File: config.mk
export PLATFORM = sky130hd
export DESIGN_NAME = softcore_uncore
export DESIGN_NICKNAME = d
export VERILOG_FILES = /design/src/softcore_pkg.sv /design/src/cfg_regs.sv /design/src/clint_slice.sv /design/src/cmd_router.sv /design/src/mem_two_fifo.sv /design/src/resp_router.sv /design/src/softcore_uncore.sv
export SDC_FILE = /design/constraint.sdc
export NUM_CORES = 2
export LEC_CHECK = 0
export ABC_AREA = 1
export BUFFER_PORTS_ARGS = -buffer_cell sky130_fd_sc_hd__buf_2
export CORE_AREA = 2 2 428 430
export CTS_CLUSTER_SIZE = 14
export DETAILED_ROUTE_END_ITERATION = 16
export DIE_AREA = 0 0 430 432
export PLACE_DENSITY = 0.77
export SLEW_MARGIN = 20
export SYNTH_ARGS = -nofsm -noshare
export SYNTH_HDL_FRONTEND = slang
export SYNTH_HIERARCHICAL = 1
export SYNTH_SLANG_ARGS = --single-unit
File: constraint.sdc
create_clock -name clk_i -period 8.43 [get_ports clk_i]
set_input_delay 1.2645 -clock clk_i [delete_from_list [all_inputs] [get_ports clk_i]]
set_output_delay 1.2645 -clock clk_i [all_outputs]
set_load 0.1 [all_outputs]
File: src/softcore_pkg.sv
`default_nettype none

package softcore_pkg;

  localparam int num_src_lp = 3;

  localparam int paddr_width_lp = 40;
  localparam int dword_width_lp = 64;
  localparam int lce_id_width_lp = 2;
  localparam int dev_id_width_lp = 4;

  // Device field position inside a local address
  localparam int dev_lsb_lp = 20;

  typedef logic [paddr_width_lp-1:0]  paddr_t;
  typedef logic [dword_width_lp-1:0]  dword_t;
  typedef logic [lce_id_width_lp-1:0] lce_id_t;
  typedef logic [dev_id_width_lp-1:0] dev_id_t;

  typedef enum logic
  {
    e_mem_rd = 1'b0
    ,e_mem_wr = 1'b1
  } mem_msg_e;

  // Shared by commands and responses
  typedef struct packed
  {
    mem_msg_e msg_type;
    paddr_t   addr;
    lce_id_t  lce_id;
    dword_t   data;
  } mem_msg_s;

  // Everything at or above this address is main memory
  localparam paddr_t dram_base_lp = 40'h80_0000_0000;

  localparam dev_id_t host_dev_lp  = 4'd1;
  localparam dev_id_t cfg_dev_lp   = 4'd2;
  localparam dev_id_t clint_dev_lp = 4'd3;

  localparam int cfg_regs_lp = 4;
  localparam int cfg_sel_lsb_lp = 3;
  localparam int cfg_sel_width_lp = $clog2(cfg_regs_lp);
  typedef logic [cfg_sel_width_lp-1:0] cfg_sel_t;

  // CLINT register offsets, low 16 address bits
  typedef logic [15:0] clint_offset_t;
  localparam clint_offset_t clint_msip_lp     = 16'h0000;
  localparam clint_offset_t clint_mtimecmp_lp = 16'h4000;
  localparam clint_offset_t clint_mtime_lp    = 16'hbff8;

endpackage

`default_nettype wire

File: src/cfg_regs.sv
`timescale 1ns/1ns
`default_nettype none

module cfg_regs
  (input  wire                     clk_i
   , input  wire                   arst_n_i

   , input  softcore_pkg::mem_msg_s cmd_i
   , input  wire                   cmd_v_i
   , output logic                  cmd_ready_o

   , output softcore_pkg::mem_msg_s resp_o
   , output logic                  resp_v_o
   , input  wire                   resp_ready_i
   );

  softcore_pkg::dword_t regs_r [softcore_pkg::cfg_regs_lp];
  softcore_pkg::mem_msg_s resp_r;
  logic resp_v_r;

  softcore_pkg::cfg_sel_t sel;
  logic accept;
  logic is_wr;

  assign sel    = cmd_i.addr[softcore_pkg::cfg_sel_lsb_lp +: softcore_pkg::cfg_sel_width_lp];
  assign is_wr  = (cmd_i.msg_type == softcore_pkg::e_mem_wr);
  // One outstanding response at a time
  assign cmd_ready_o = ~resp_v_r;
  assign accept      = cmd_v_i & ~resp_v_r;

  assign resp_o   = resp_r;
  assign resp_v_o = resp_v_r;

  always_ff @(posedge clk_i or negedge arst_n_i)
  begin
    if (!arst_n_i)
    begin
      for (int i = 0; i < softcore_pkg::cfg_regs_lp; i++)
        regs_r[i] <= '0;
      resp_v_r <= 1'b0;
    end
    else
    begin
      if (accept && is_wr)
        regs_r[sel] <= cmd_i.data;
      if (accept)
        resp_v_r <= 1'b1;
      else if (resp_ready_i)
        resp_v_r <= 1'b0;
    end
  end

  always_ff @(posedge clk_i)
  begin
    if (accept)
    begin
      resp_r          <= cmd_i;
      resp_r.data     <= is_wr ? '0 : regs_r[sel];
    end
  end

endmodule

`default_nettype wire

File: src/clint_slice.sv
`timescale 1ns/1ns
`default_nettype none

module clint_slice
  (input  wire                     clk_i
   , input  wire                   arst_n_i

   , input  softcore_pkg::mem_msg_s cmd_i
   , input  wire                   cmd_v_i
   , output logic                  cmd_ready_o

   , output softcore_pkg::mem_msg_s resp_o
   , output logic                  resp_v_o
   , input  wire                   resp_ready_i

   , output logic                  timer_irq_o
   , output logic                  software_irq_o
   );

  softcore_pkg::dword_t mtime_r;
  softcore_pkg::dword_t mtimecmp_r;
  logic msip_r;
  logic timer_irq_r;

  softcore_pkg::mem_msg_s resp_r;
  logic resp_v_r;

  softcore_pkg::clint_offset_t offset;
  logic accept;
  logic is_wr;
  softcore_pkg::dword_t rd_data;

  assign offset = cmd_i.addr[$bits(softcore_pkg::clint_offset_t)-1:0];
  assign is_wr  = (cmd_i.msg_type == softcore_pkg::e_mem_wr);
  assign cmd_ready_o = ~resp_v_r;
  assign accept      = cmd_v_i & ~resp_v_r;

  always_comb
  begin
    case (offset)
      softcore_pkg::clint_msip_lp:     rd_data = {{63{1'b0}}, msip_r};
      softcore_pkg::clint_mtimecmp_lp: rd_data = mtimecmp_r;
      softcore_pkg::clint_mtime_lp:    rd_data = mtime_r;
      default:                         rd_data = '0;
    endcase
  end

  always_ff @(posedge clk_i or negedge arst_n_i)
  begin
    if (!arst_n_i)
    begin
      mtime_r     <= '0;
      mtimecmp_r  <= '1;
      msip_r      <= 1'b0;
      timer_irq_r <= 1'b0;
      resp_v_r    <= 1'b0;
    end
    else
    begin
      // mtime is free running and ignores writes
      mtime_r     <= mtime_r + 64'd1;
      timer_irq_r <= (mtime_r >= mtimecmp_r);
      if (accept && is_wr && (offset == softcore_pkg::clint_msip_lp))
        msip_r <= cmd_i.data[0];
      if (accept && is_wr && (offset == softcore_pkg::clint_mtimecmp_lp))
        mtimecmp_r <= cmd_i.data;
      if (accept)
        resp_v_r <= 1'b1;
      else if (resp_ready_i)
        resp_v_r <= 1'b0;
    end
  end

  always_ff @(posedge clk_i)
  begin
    if (accept)
    begin
      resp_r      <= cmd_i;
      resp_r.data <= is_wr ? '0 : rd_data;
    end
  end

  assign resp_o         = resp_r;
  assign resp_v_o       = resp_v_r;
  assign timer_irq_o    = timer_irq_r;
  assign software_irq_o = msip_r;

endmodule

`default_nettype wire

File: src/cmd_router.sv
`timescale 1ns/1ns
`default_nettype none

module cmd_router
  (input  softcore_pkg::mem_msg_s [softcore_pkg::num_src_lp-1:0] head_i
   , input  wire [softcore_pkg::num_src_lp-1:0]                  head_v_i
   , output logic [softcore_pkg::num_src_lp-1:0]                 head_pop_o

   , output softcore_pkg::mem_msg_s                              cmd_o

   , output logic                                                cfg_v_o
   , input  wire                                                 cfg_ready_i
   , output logic                                                clint_v_o
   , input  wire                                                 clint_ready_i
   , output logic                                                io_v_o
   , input  wire                                                 io_ready_i
   , output logic                                                mem_v_o
   , input  wire                                                 mem_ready_i
   );

  logic [softcore_pkg::num_src_lp-1:0] grant;
  logic all_ready;
  logic granted;

  logic                  is_local;
  softcore_pkg::dev_id_t dev_id;
  logic                  is_cfg, is_clint, is_io;

  // Conservative: a single busy target stalls every source
  assign all_ready = cfg_ready_i & clint_ready_i & io_ready_i & mem_ready_i;

  // Fixed priority, highest index wins
  always_comb
  begin
    grant = '0;
    for (int i = 0; i < softcore_pkg::num_src_lp; i++)
    begin
      if (head_v_i[i])
      begin
        grant    = '0;
        grant[i] = 1'b1;
      end
    end
    if (!all_ready)
      grant = '0;
  end

  assign head_pop_o = grant;
  assign granted    = |grant;

  always_comb
  begin
    cmd_o = '0;
    for (int i = 0; i < softcore_pkg::num_src_lp; i++)
    begin
      if (grant[i])
        cmd_o = head_i[i];
    end
  end

  // Local address map
  assign is_local = (cmd_o.addr < softcore_pkg::dram_base_lp);
  assign dev_id   = cmd_o.addr[softcore_pkg::dev_lsb_lp +: softcore_pkg::dev_id_width_lp];
  assign is_cfg   = is_local & (dev_id == softcore_pkg::cfg_dev_lp);
  assign is_clint = is_local & (dev_id == softcore_pkg::clint_dev_lp);
  assign is_io    = is_local & (dev_id == softcore_pkg::host_dev_lp);

  assign cfg_v_o   = granted & is_cfg;
  assign clint_v_o = granted & is_clint;
  assign io_v_o    = granted & is_io;
  // Unknown local devices fall through to memory
  assign mem_v_o   = granted & ~(is_cfg | is_clint | is_io);

endmodule

`default_nettype wire

File: src/mem_two_fifo.sv
`timescale 1ns/1ns
`default_nettype none

module mem_two_fifo
  (input  wire                    clk_i
   , input  wire                  arst_n_i

   , input  softcore_pkg::mem_msg_s data_i
   , input  wire                  v_i
   , output logic                 ready_o

   , output softcore_pkg::mem_msg_s data_o
   , output logic                 v_o
   , input  wire                  ready_i
   );

  softcore_pkg::mem_msg_s mem_r [2];

  logic wr_ptr_r, rd_ptr_r;
  logic full_r, empty_r;
  logic enq, deq;

  assign ready_o = ~full_r;
  assign v_o     = ~empty_r;
  assign data_o  = mem_r[rd_ptr_r];

  assign enq = v_i & ~full_r;
  assign deq = ready_i & ~empty_r;

  always_ff @(posedge clk_i)
  begin
    if (enq)
      mem_r[wr_ptr_r] <= data_i;
  end

  always_ff @(posedge clk_i or negedge arst_n_i)
  begin
    if (!arst_n_i)
    begin
      wr_ptr_r <= 1'b0;
      rd_ptr_r <= 1'b0;
      full_r   <= 1'b0;
      empty_r  <= 1'b1;
    end
    else
    begin
      if (enq)
        wr_ptr_r <= ~wr_ptr_r;
      if (deq)
        rd_ptr_r <= ~rd_ptr_r;
      // Occupancy only moves when exactly one side fires
      if (enq && !deq)
      begin
        empty_r <= 1'b0;
        full_r  <= (~wr_ptr_r == rd_ptr_r);
      end
      else if (deq && !enq)
      begin
        full_r  <= 1'b0;
        empty_r <= (~rd_ptr_r == wr_ptr_r);
      end
    end
  end

endmodule

`default_nettype wire

File: src/resp_router.sv
`timescale 1ns/1ns
`default_nettype none

module resp_router
  (input  softcore_pkg::mem_msg_s                mem_resp_i
   , input  wire                                 mem_resp_v_i
   , output logic                                mem_ready_o
   , input  softcore_pkg::mem_msg_s              io_resp_i
   , input  wire                                 io_resp_v_i
   , output logic                                io_ready_o
   , input  softcore_pkg::mem_msg_s              clint_resp_i
   , input  wire                                 clint_resp_v_i
   , output logic                                clint_ready_o
   , input  softcore_pkg::mem_msg_s              cfg_resp_i
   , input  wire                                 cfg_resp_v_i
   , output logic                                cfg_ready_o

   , output softcore_pkg::mem_msg_s              resp_o
   , output logic [softcore_pkg::num_src_lp-1:0] resp_v_o
   , input  wire  [softcore_pkg::num_src_lp-1:0] fifo_ready_i
   );

  logic all_ready;
  logic granted;

  assign all_ready = &fifo_ready_i;

  // Memory first, then host I/O, CLINT, config
  assign mem_ready_o   = all_ready & mem_resp_v_i;
  assign io_ready_o    = all_ready & ~mem_resp_v_i & io_resp_v_i;
  assign clint_ready_o = all_ready & ~mem_resp_v_i & ~io_resp_v_i & clint_resp_v_i;
  assign cfg_ready_o   = all_ready & ~mem_resp_v_i & ~io_resp_v_i & ~clint_resp_v_i
                         & cfg_resp_v_i;

  assign granted = mem_ready_o | io_ready_o | clint_ready_o | cfg_ready_o;

  always_comb
  begin
    if (mem_ready_o)
      resp_o = mem_resp_i;
    else if (io_ready_o)
      resp_o = io_resp_i;
    else if (clint_ready_o)
      resp_o = clint_resp_i;
    else
      resp_o = cfg_resp_i;
  end

  // Steer by the id of the issuing source
  always_comb
  begin
    for (int i = 0; i < softcore_pkg::num_src_lp; i++)
      resp_v_o[i] = granted & (resp_o.lce_id == softcore_pkg::lce_id_t'(i));
  end

endmodule

`default_nettype wire

File: src/softcore_uncore.sv
`timescale 1ns/1ns
`default_nettype none

module softcore_uncore
  (input  wire                                                    clk_i
   , input  wire                                                  arst_n_i

   // Command sources: icache engine, dcache engine, incoming host I/O
   , input  softcore_pkg::mem_msg_s [softcore_pkg::num_src_lp-1:0] proc_cmd_i
   , input  wire  [softcore_pkg::num_src_lp-1:0]                  proc_cmd_v_i
   , output logic [softcore_pkg::num_src_lp-1:0]                  proc_cmd_ready_o

   , output softcore_pkg::mem_msg_s [softcore_pkg::num_src_lp-1:0] proc_resp_o
   , output logic [softcore_pkg::num_src_lp-1:0]                  proc_resp_v_o
   , input  wire  [softcore_pkg::num_src_lp-1:0]                  proc_resp_ready_i

   // Outgoing I/O
   , output softcore_pkg::mem_msg_s                               io_cmd_o
   , output logic                                                 io_cmd_v_o
   , input  wire                                                  io_cmd_ready_i
   , input  softcore_pkg::mem_msg_s                               io_resp_i
   , input  wire                                                  io_resp_v_i
   , output logic                                                 io_resp_ready_o

   // Main memory
   , output softcore_pkg::mem_msg_s                               mem_cmd_o
   , output logic                                                 mem_cmd_v_o
   , input  wire                                                  mem_cmd_ready_i
   , input  softcore_pkg::mem_msg_s                               mem_resp_i
   , input  wire                                                  mem_resp_v_i
   , output logic                                                 mem_resp_ready_o

   , output logic                                                 timer_irq_o
   , output logic                                                 software_irq_o
   );

  softcore_pkg::mem_msg_s [softcore_pkg::num_src_lp-1:0] cmd_head;
  logic [softcore_pkg::num_src_lp-1:0] cmd_head_v, cmd_pop;

  softcore_pkg::mem_msg_s routed_cmd;
  logic cfg_cmd_v, cfg_cmd_ready;
  logic clint_cmd_v, clint_cmd_ready;

  softcore_pkg::mem_msg_s cfg_resp, clint_resp;
  logic cfg_resp_v, cfg_resp_ready;
  logic clint_resp_v, clint_resp_ready;

  softcore_pkg::mem_msg_s routed_resp;
  logic [softcore_pkg::num_src_lp-1:0] resp_fifo_v, resp_fifo_ready;

  for (genvar i = 0; i < softcore_pkg::num_src_lp; i++)
  begin : fifo
    mem_two_fifo cmd_fifo
      (.clk_i(clk_i)
       ,.arst_n_i(arst_n_i)
       ,.data_i(proc_cmd_i[i])
       ,.v_i(proc_cmd_v_i[i])
       ,.ready_o(proc_cmd_ready_o[i])
       ,.data_o(cmd_head[i])
       ,.v_o(cmd_head_v[i])
       ,.ready_i(cmd_pop[i])
       );

    mem_two_fifo resp_fifo
      (.clk_i(clk_i)
       ,.arst_n_i(arst_n_i)
       ,.data_i(routed_resp)
       ,.v_i(resp_fifo_v[i])
       ,.ready_o(resp_fifo_ready[i])
       ,.data_o(proc_resp_o[i])
       ,.v_o(proc_resp_v_o[i])
       ,.ready_i(proc_resp_ready_i[i])
       );
  end

  cmd_router cmd_router_i
    (.head_i(cmd_head)
     ,.head_v_i(cmd_head_v)
     ,.head_pop_o(cmd_pop)
     ,.cmd_o(routed_cmd)
     ,.cfg_v_o(cfg_cmd_v)
     ,.cfg_ready_i(cfg_cmd_ready)
     ,.clint_v_o(clint_cmd_v)
     ,.clint_ready_i(clint_cmd_ready)
     ,.io_v_o(io_cmd_v_o)
     ,.io_ready_i(io_cmd_ready_i)
     ,.mem_v_o(mem_cmd_v_o)
     ,.mem_ready_i(mem_cmd_ready_i)
     );

  // No L2 slice, memory commands go straight out
  assign io_cmd_o  = routed_cmd;
  assign mem_cmd_o = routed_cmd;

  cfg_regs cfg_i
    (.clk_i(clk_i)
     ,.arst_n_i(arst_n_i)
     ,.cmd_i(routed_cmd)
     ,.cmd_v_i(cfg_cmd_v)
     ,.cmd_ready_o(cfg_cmd_ready)
     ,.resp_o(cfg_resp)
     ,.resp_v_o(cfg_resp_v)
     ,.resp_ready_i(cfg_resp_ready)
     );

  clint_slice clint_i
    (.clk_i(clk_i)
     ,.arst_n_i(arst_n_i)
     ,.cmd_i(routed_cmd)
     ,.cmd_v_i(clint_cmd_v)
     ,.cmd_ready_o(clint_cmd_ready)
     ,.resp_o(clint_resp)
     ,.resp_v_o(clint_resp_v)
     ,.resp_ready_i(clint_resp_ready)
     ,.timer_irq_o(timer_irq_o)
     ,.software_irq_o(software_irq_o)
     );

  resp_router resp_router_i
    (.mem_resp_i(mem_resp_i)
     ,.mem_resp_v_i(mem_resp_v_i)
     ,.mem_ready_o(mem_resp_ready_o)
     ,.io_resp_i(io_resp_i)
     ,.io_resp_v_i(io_resp_v_i)
     ,.io_ready_o(io_resp_ready_o)
     ,.clint_resp_i(clint_resp)
     ,.clint_resp_v_i(clint_resp_v)
     ,.clint_ready_o(clint_resp_ready)
     ,.cfg_resp_i(cfg_resp)
     ,.cfg_resp_v_i(cfg_resp_v)
     ,.cfg_ready_o(cfg_resp_ready)
     ,.resp_o(routed_resp)
     ,.resp_v_o(resp_fifo_v)
     ,.fifo_ready_i(resp_fifo_ready)
     );

endmodule

`default_nettype wire

==> metrics.md <==
| Metric | Value |
|---|---|
| Status | complete, no violations |
| Max VDD drop | 0.651 mV |
| Post-Syn Nets | 8,575 |
| Hold Path Sink | fifo[1].resp_fifo/empty_r$_DFFE_PN1P_ |
| Ys async rst share | 0.216 |
| #FFs+latches synth | 1,910 |
| Detailed-route via count | 62,300 |
| Count leader, synth | nand2_1 |
| Initial core utilization | 0.455 |
| DRT iter0 DRCs | 7,185 |
| Die H | 432 um |
| Rel. slew slack | 0.282 |
| Net Sw Frac | 0.492 |
| Critical Setup Path Class | input port to primary output |
| Clk_lat worst skew | 0.85 ns |
| Post-Syn Area per Cell | 10.4 um2 |
| Top post-synthesis cells by count | nand2_1 (3,870), edfxtp_1 (1,498), nor2_1 (500) |
| Die area | 186,000 um2 |
| Global route overflow | 0 |
| Largest net degree at the start of global routing | 138 |
| Synth Cell Area | 82,700 um2 |
| HPWL after detailed placement | 197 mm |
| Actual slew at the worst max-slew pin | 1.07 ns |
| FF-to-FF End | cfg_i/regs_r[160]$_DFFE_PN0P_ |
| Seq/Total Area, Yosys | 0.670 |
| Detailed Routing Iterations Pass 1 | 6 |
| Clock power frac | 0.225 |
| Hold crit path type | register to register |
| Synthesized netlist cell count | 7,957 |
| Top cell type's share of synthesized area | 0.544 |
| Logic pwr share | 0.438 |
| Worst Min Path Start | fifo[1].resp_fifo/empty_r$_DFFE_PN1P_ |
| Fin. Hold Viols | 0 |
| Die X | 430 um |
| GR Util All Layers | 0.299 |
| Flop pwr share | 0.337 |
| CTS Buf Count | 196 |
| Setup crit end kind | primary output |
| RSZ-0062 raised after global routing | no |
| Max Root-Sink Buffers | 3 |
| Antenna violations before repair | 113 |
| Max cap viols | 0 |
| Post-synth EDFFs | 1,498 |
| Worst-path clk slew | 0.06 ns |
| Hold Crit Depth | 2 |
| Total net switching power | 19,500 uW |
| P_leak | 0.0428 uW |
| CORE AREA | 182,000 um2 |
| Layout cells sized above 1 | 0.194 |
| Root Buffer | clkbuf_16 |
| R2R depth | 15 |
| Via-to-Cell Ratio | 5.42 |
| Port Buf Inserts | 1,093 |
| Slew Limit Fails | 0 |
| Final #Nets | 9,477 |
| Yosys warnings | 6 |
| Antenna Nets Post-Route | 0 |
| Final Core Density | 0.528 |
| Pwr/cell area | 414 nW/um2 |
| Syn-to-layout area delta | 16.1% |
| WL per Instance | 24.9 um |
| Worst EP required | 7.17 ns |
| RR Startpoint | fifo[2].cmd_fifo/rd_ptr_r$_DFFE_PN0P_ |
| Ys flop type | edfxtp_1 |
| Clock Sinks | 1,910 |
| CTS resizes | 0 |
| Number of H-tree levels | 4 |
| Final setup viols | 0 |
| CTS tree | built |
| Setup TNS | 0 ns |
| I/O pins | 1,094 |
| Vias in the first global route | 58,100 |
| FP Rows | 157 |
| R2r setup slk | 2.95 ns |
| Synth cell types | 45 |
| Synth area leaders | edfxtp_1 (54%), nand2_1 (18%), dfrtp_1 (10%) |
| Final cycle utilization of the critical path | 0.730 |
| Routability congestion estimate | 0.987 |
| Setup Buffers After CTS | 0 |
| Startpoint Class | input port |
| DRC Markers | 0 |
| Largest area contributor in the netlist | edfxtp_1 |
| Internal power | 20,200 uW |
| First-pass GRT wire length | 402 mm |
| Post-Route WL | 286 mm |
| Fmax | 162 MHz |
| Crit path max fanout | 62 |
| Count of hold-fix buffers inserted at cts | 0 |
| Worst Path Arrival | 4.89 ns |
| Skew final | 0.0401 ns |
| Min Tclk post-route | 6.16 ns |
critical path, cell delays in order:
cell and delay, ns:
buf_2 0.09, nand2_1 0.28, nor2_4 0.41, nand2_2 0.13
clkinv_2 0.53, buf_4 0.72, nand2_1 0.12, nand3_1 0.59
buf_2 0.55
power by group through the flow:
stage | combinational (uW) | clock, uW | sequential [uW]
finish | 17400 | 8940 | 13400
CTS | 17300 | 9030 | 13400
detailed placement | 17300 | 0 | 13600
floorplan | 13200 | 0 | 13500
global route | 18000 | 9410 | 13500
global placement | 17100 | 0 | 13500
routing by layer:
metal,global-route usage,part of all wire,vias up
met5,0,0.0011,-
met4,0.143,0.049,46
met3,0.0643,0.10,629
met2,0.446,0.45,3576
met1,0.418,0.40,30200
li1,-,-,27800
logic make-up after synthesis:
group / Yosys count / synth area share
flops: 1910 / 0.670
xor+xnor: 67 / 0.00710
compound gates: 218 / 0.0208
simple gates: 4848 / 0.231
buf+inv: 780 / 0.0501
fa+ha+maj: 71 / 0.0107
mux: 63 / 0.0107
metrics by stage:
step                      setup slack (ns)  area, um2  power [uW]  hold slack (ns)  cells
after floorplan                       1.23      82700       26700            0.439   7957
after global placement                2.39      89100       30600            0.446  11000
after detailed placement              2.37      89100       30800            0.458  11000
after CTS                             2.26      95700       39700            0.466  11400
after global routing                  2.11      95900       40900            0.486  11500
final                                 2.27      96000       39700            0.466  11500
sequential cells by signal, summed over array words and instances (netlist names):
| register | count |
|---|---|
| cfg_i/regs_r | 256 |
| cfg_i/resp_o | 107 |
| cfg_i/resp_v_o | 1 |
| clint_i/mtime_r | 64 |
| clint_i/mtimecmp_r | 64 |
| clint_i/resp_o | 107 |
| clint_i/resp_v_o | 1 |
| clint_i/software_irq_o | 1 |
| clint_i/timer_irq_o | 1 |
| fifo.cmd_fifo/empty_r | 3 |
| fifo.cmd_fifo/full_r | 3 |
| fifo.cmd_fifo/mem_r | 642 |
| fifo.cmd_fifo/rd_ptr_r | 3 |
| fifo.cmd_fifo/wr_ptr_r | 3 |
| fifo.resp_fifo/empty_r | 3 |
| fifo.resp_fifo/full_r | 3 |
| fifo.resp_fifo/mem_r | 642 |
| fifo.resp_fifo/rd_ptr_r | 3 |
| fifo.resp_fifo/wr_ptr_r | 3 |
area by class of cell:
type                    instances  area [um2]
clock buffers                 255        5400
flip-flops and latches       1910       55400
diodes                         85         213
repair buffers               1173        6240
clock inverters               107        1210
inverters                     311        1190
fillers                     15700       85700
multi-input cells            5267       23300
well taps                    2385        2980
cell usage in the layout, fill, tap and decap left out, types with 16 or more instances in the layout:
cell / n
nand2_1: 3869
edfxtp_1: 1498
buf_2: 1092
nor2_1: 488
nand3_1: 368
dfrtp_1: 336
inv_1: 291
clkbuf_16: 204
a21oi_1: 90
diode_2: 85
ha_1: 71
dfstp_2: 70
o211ai_2: 70
buf_4: 68
mux2_4: 47
xor2_1: 44
clkbuf_1: 41
o211ai_1: 35
clkinv_2: 34
clkinv_1: 32
nor3_1: 31
xnor2_1: 23
bufinv_16: 23
nand4_1: 22
nor2_4: 20
o21ai_0: 16
worst max path at each step:
stage | startpoint | end | slack [ns]
after global routing | cfg_i/resp_v_o$_DFFE_PN0P_ | io_cmd_o[62] | 2.11
after floorplan | mem_resp_v_i | fifo[1].resp_fifo/mem_r[0][0]$_DFFE_PP_ | 1.23
after global placement | mem_cmd_ready_i | io_cmd_o[62] | 2.39
final | mem_cmd_ready_i | io_cmd_o[61] | 2.27
after CTS | cfg_i/resp_v_o$_DFFE_PN0P_ | io_cmd_o[62] | 2.26
after detailed placement | mem_cmd_ready_i | clint_i/mtimecmp_r[45]$_DFFE_PN1P_ | 2.37
Power figures use the tool's default switching activity.
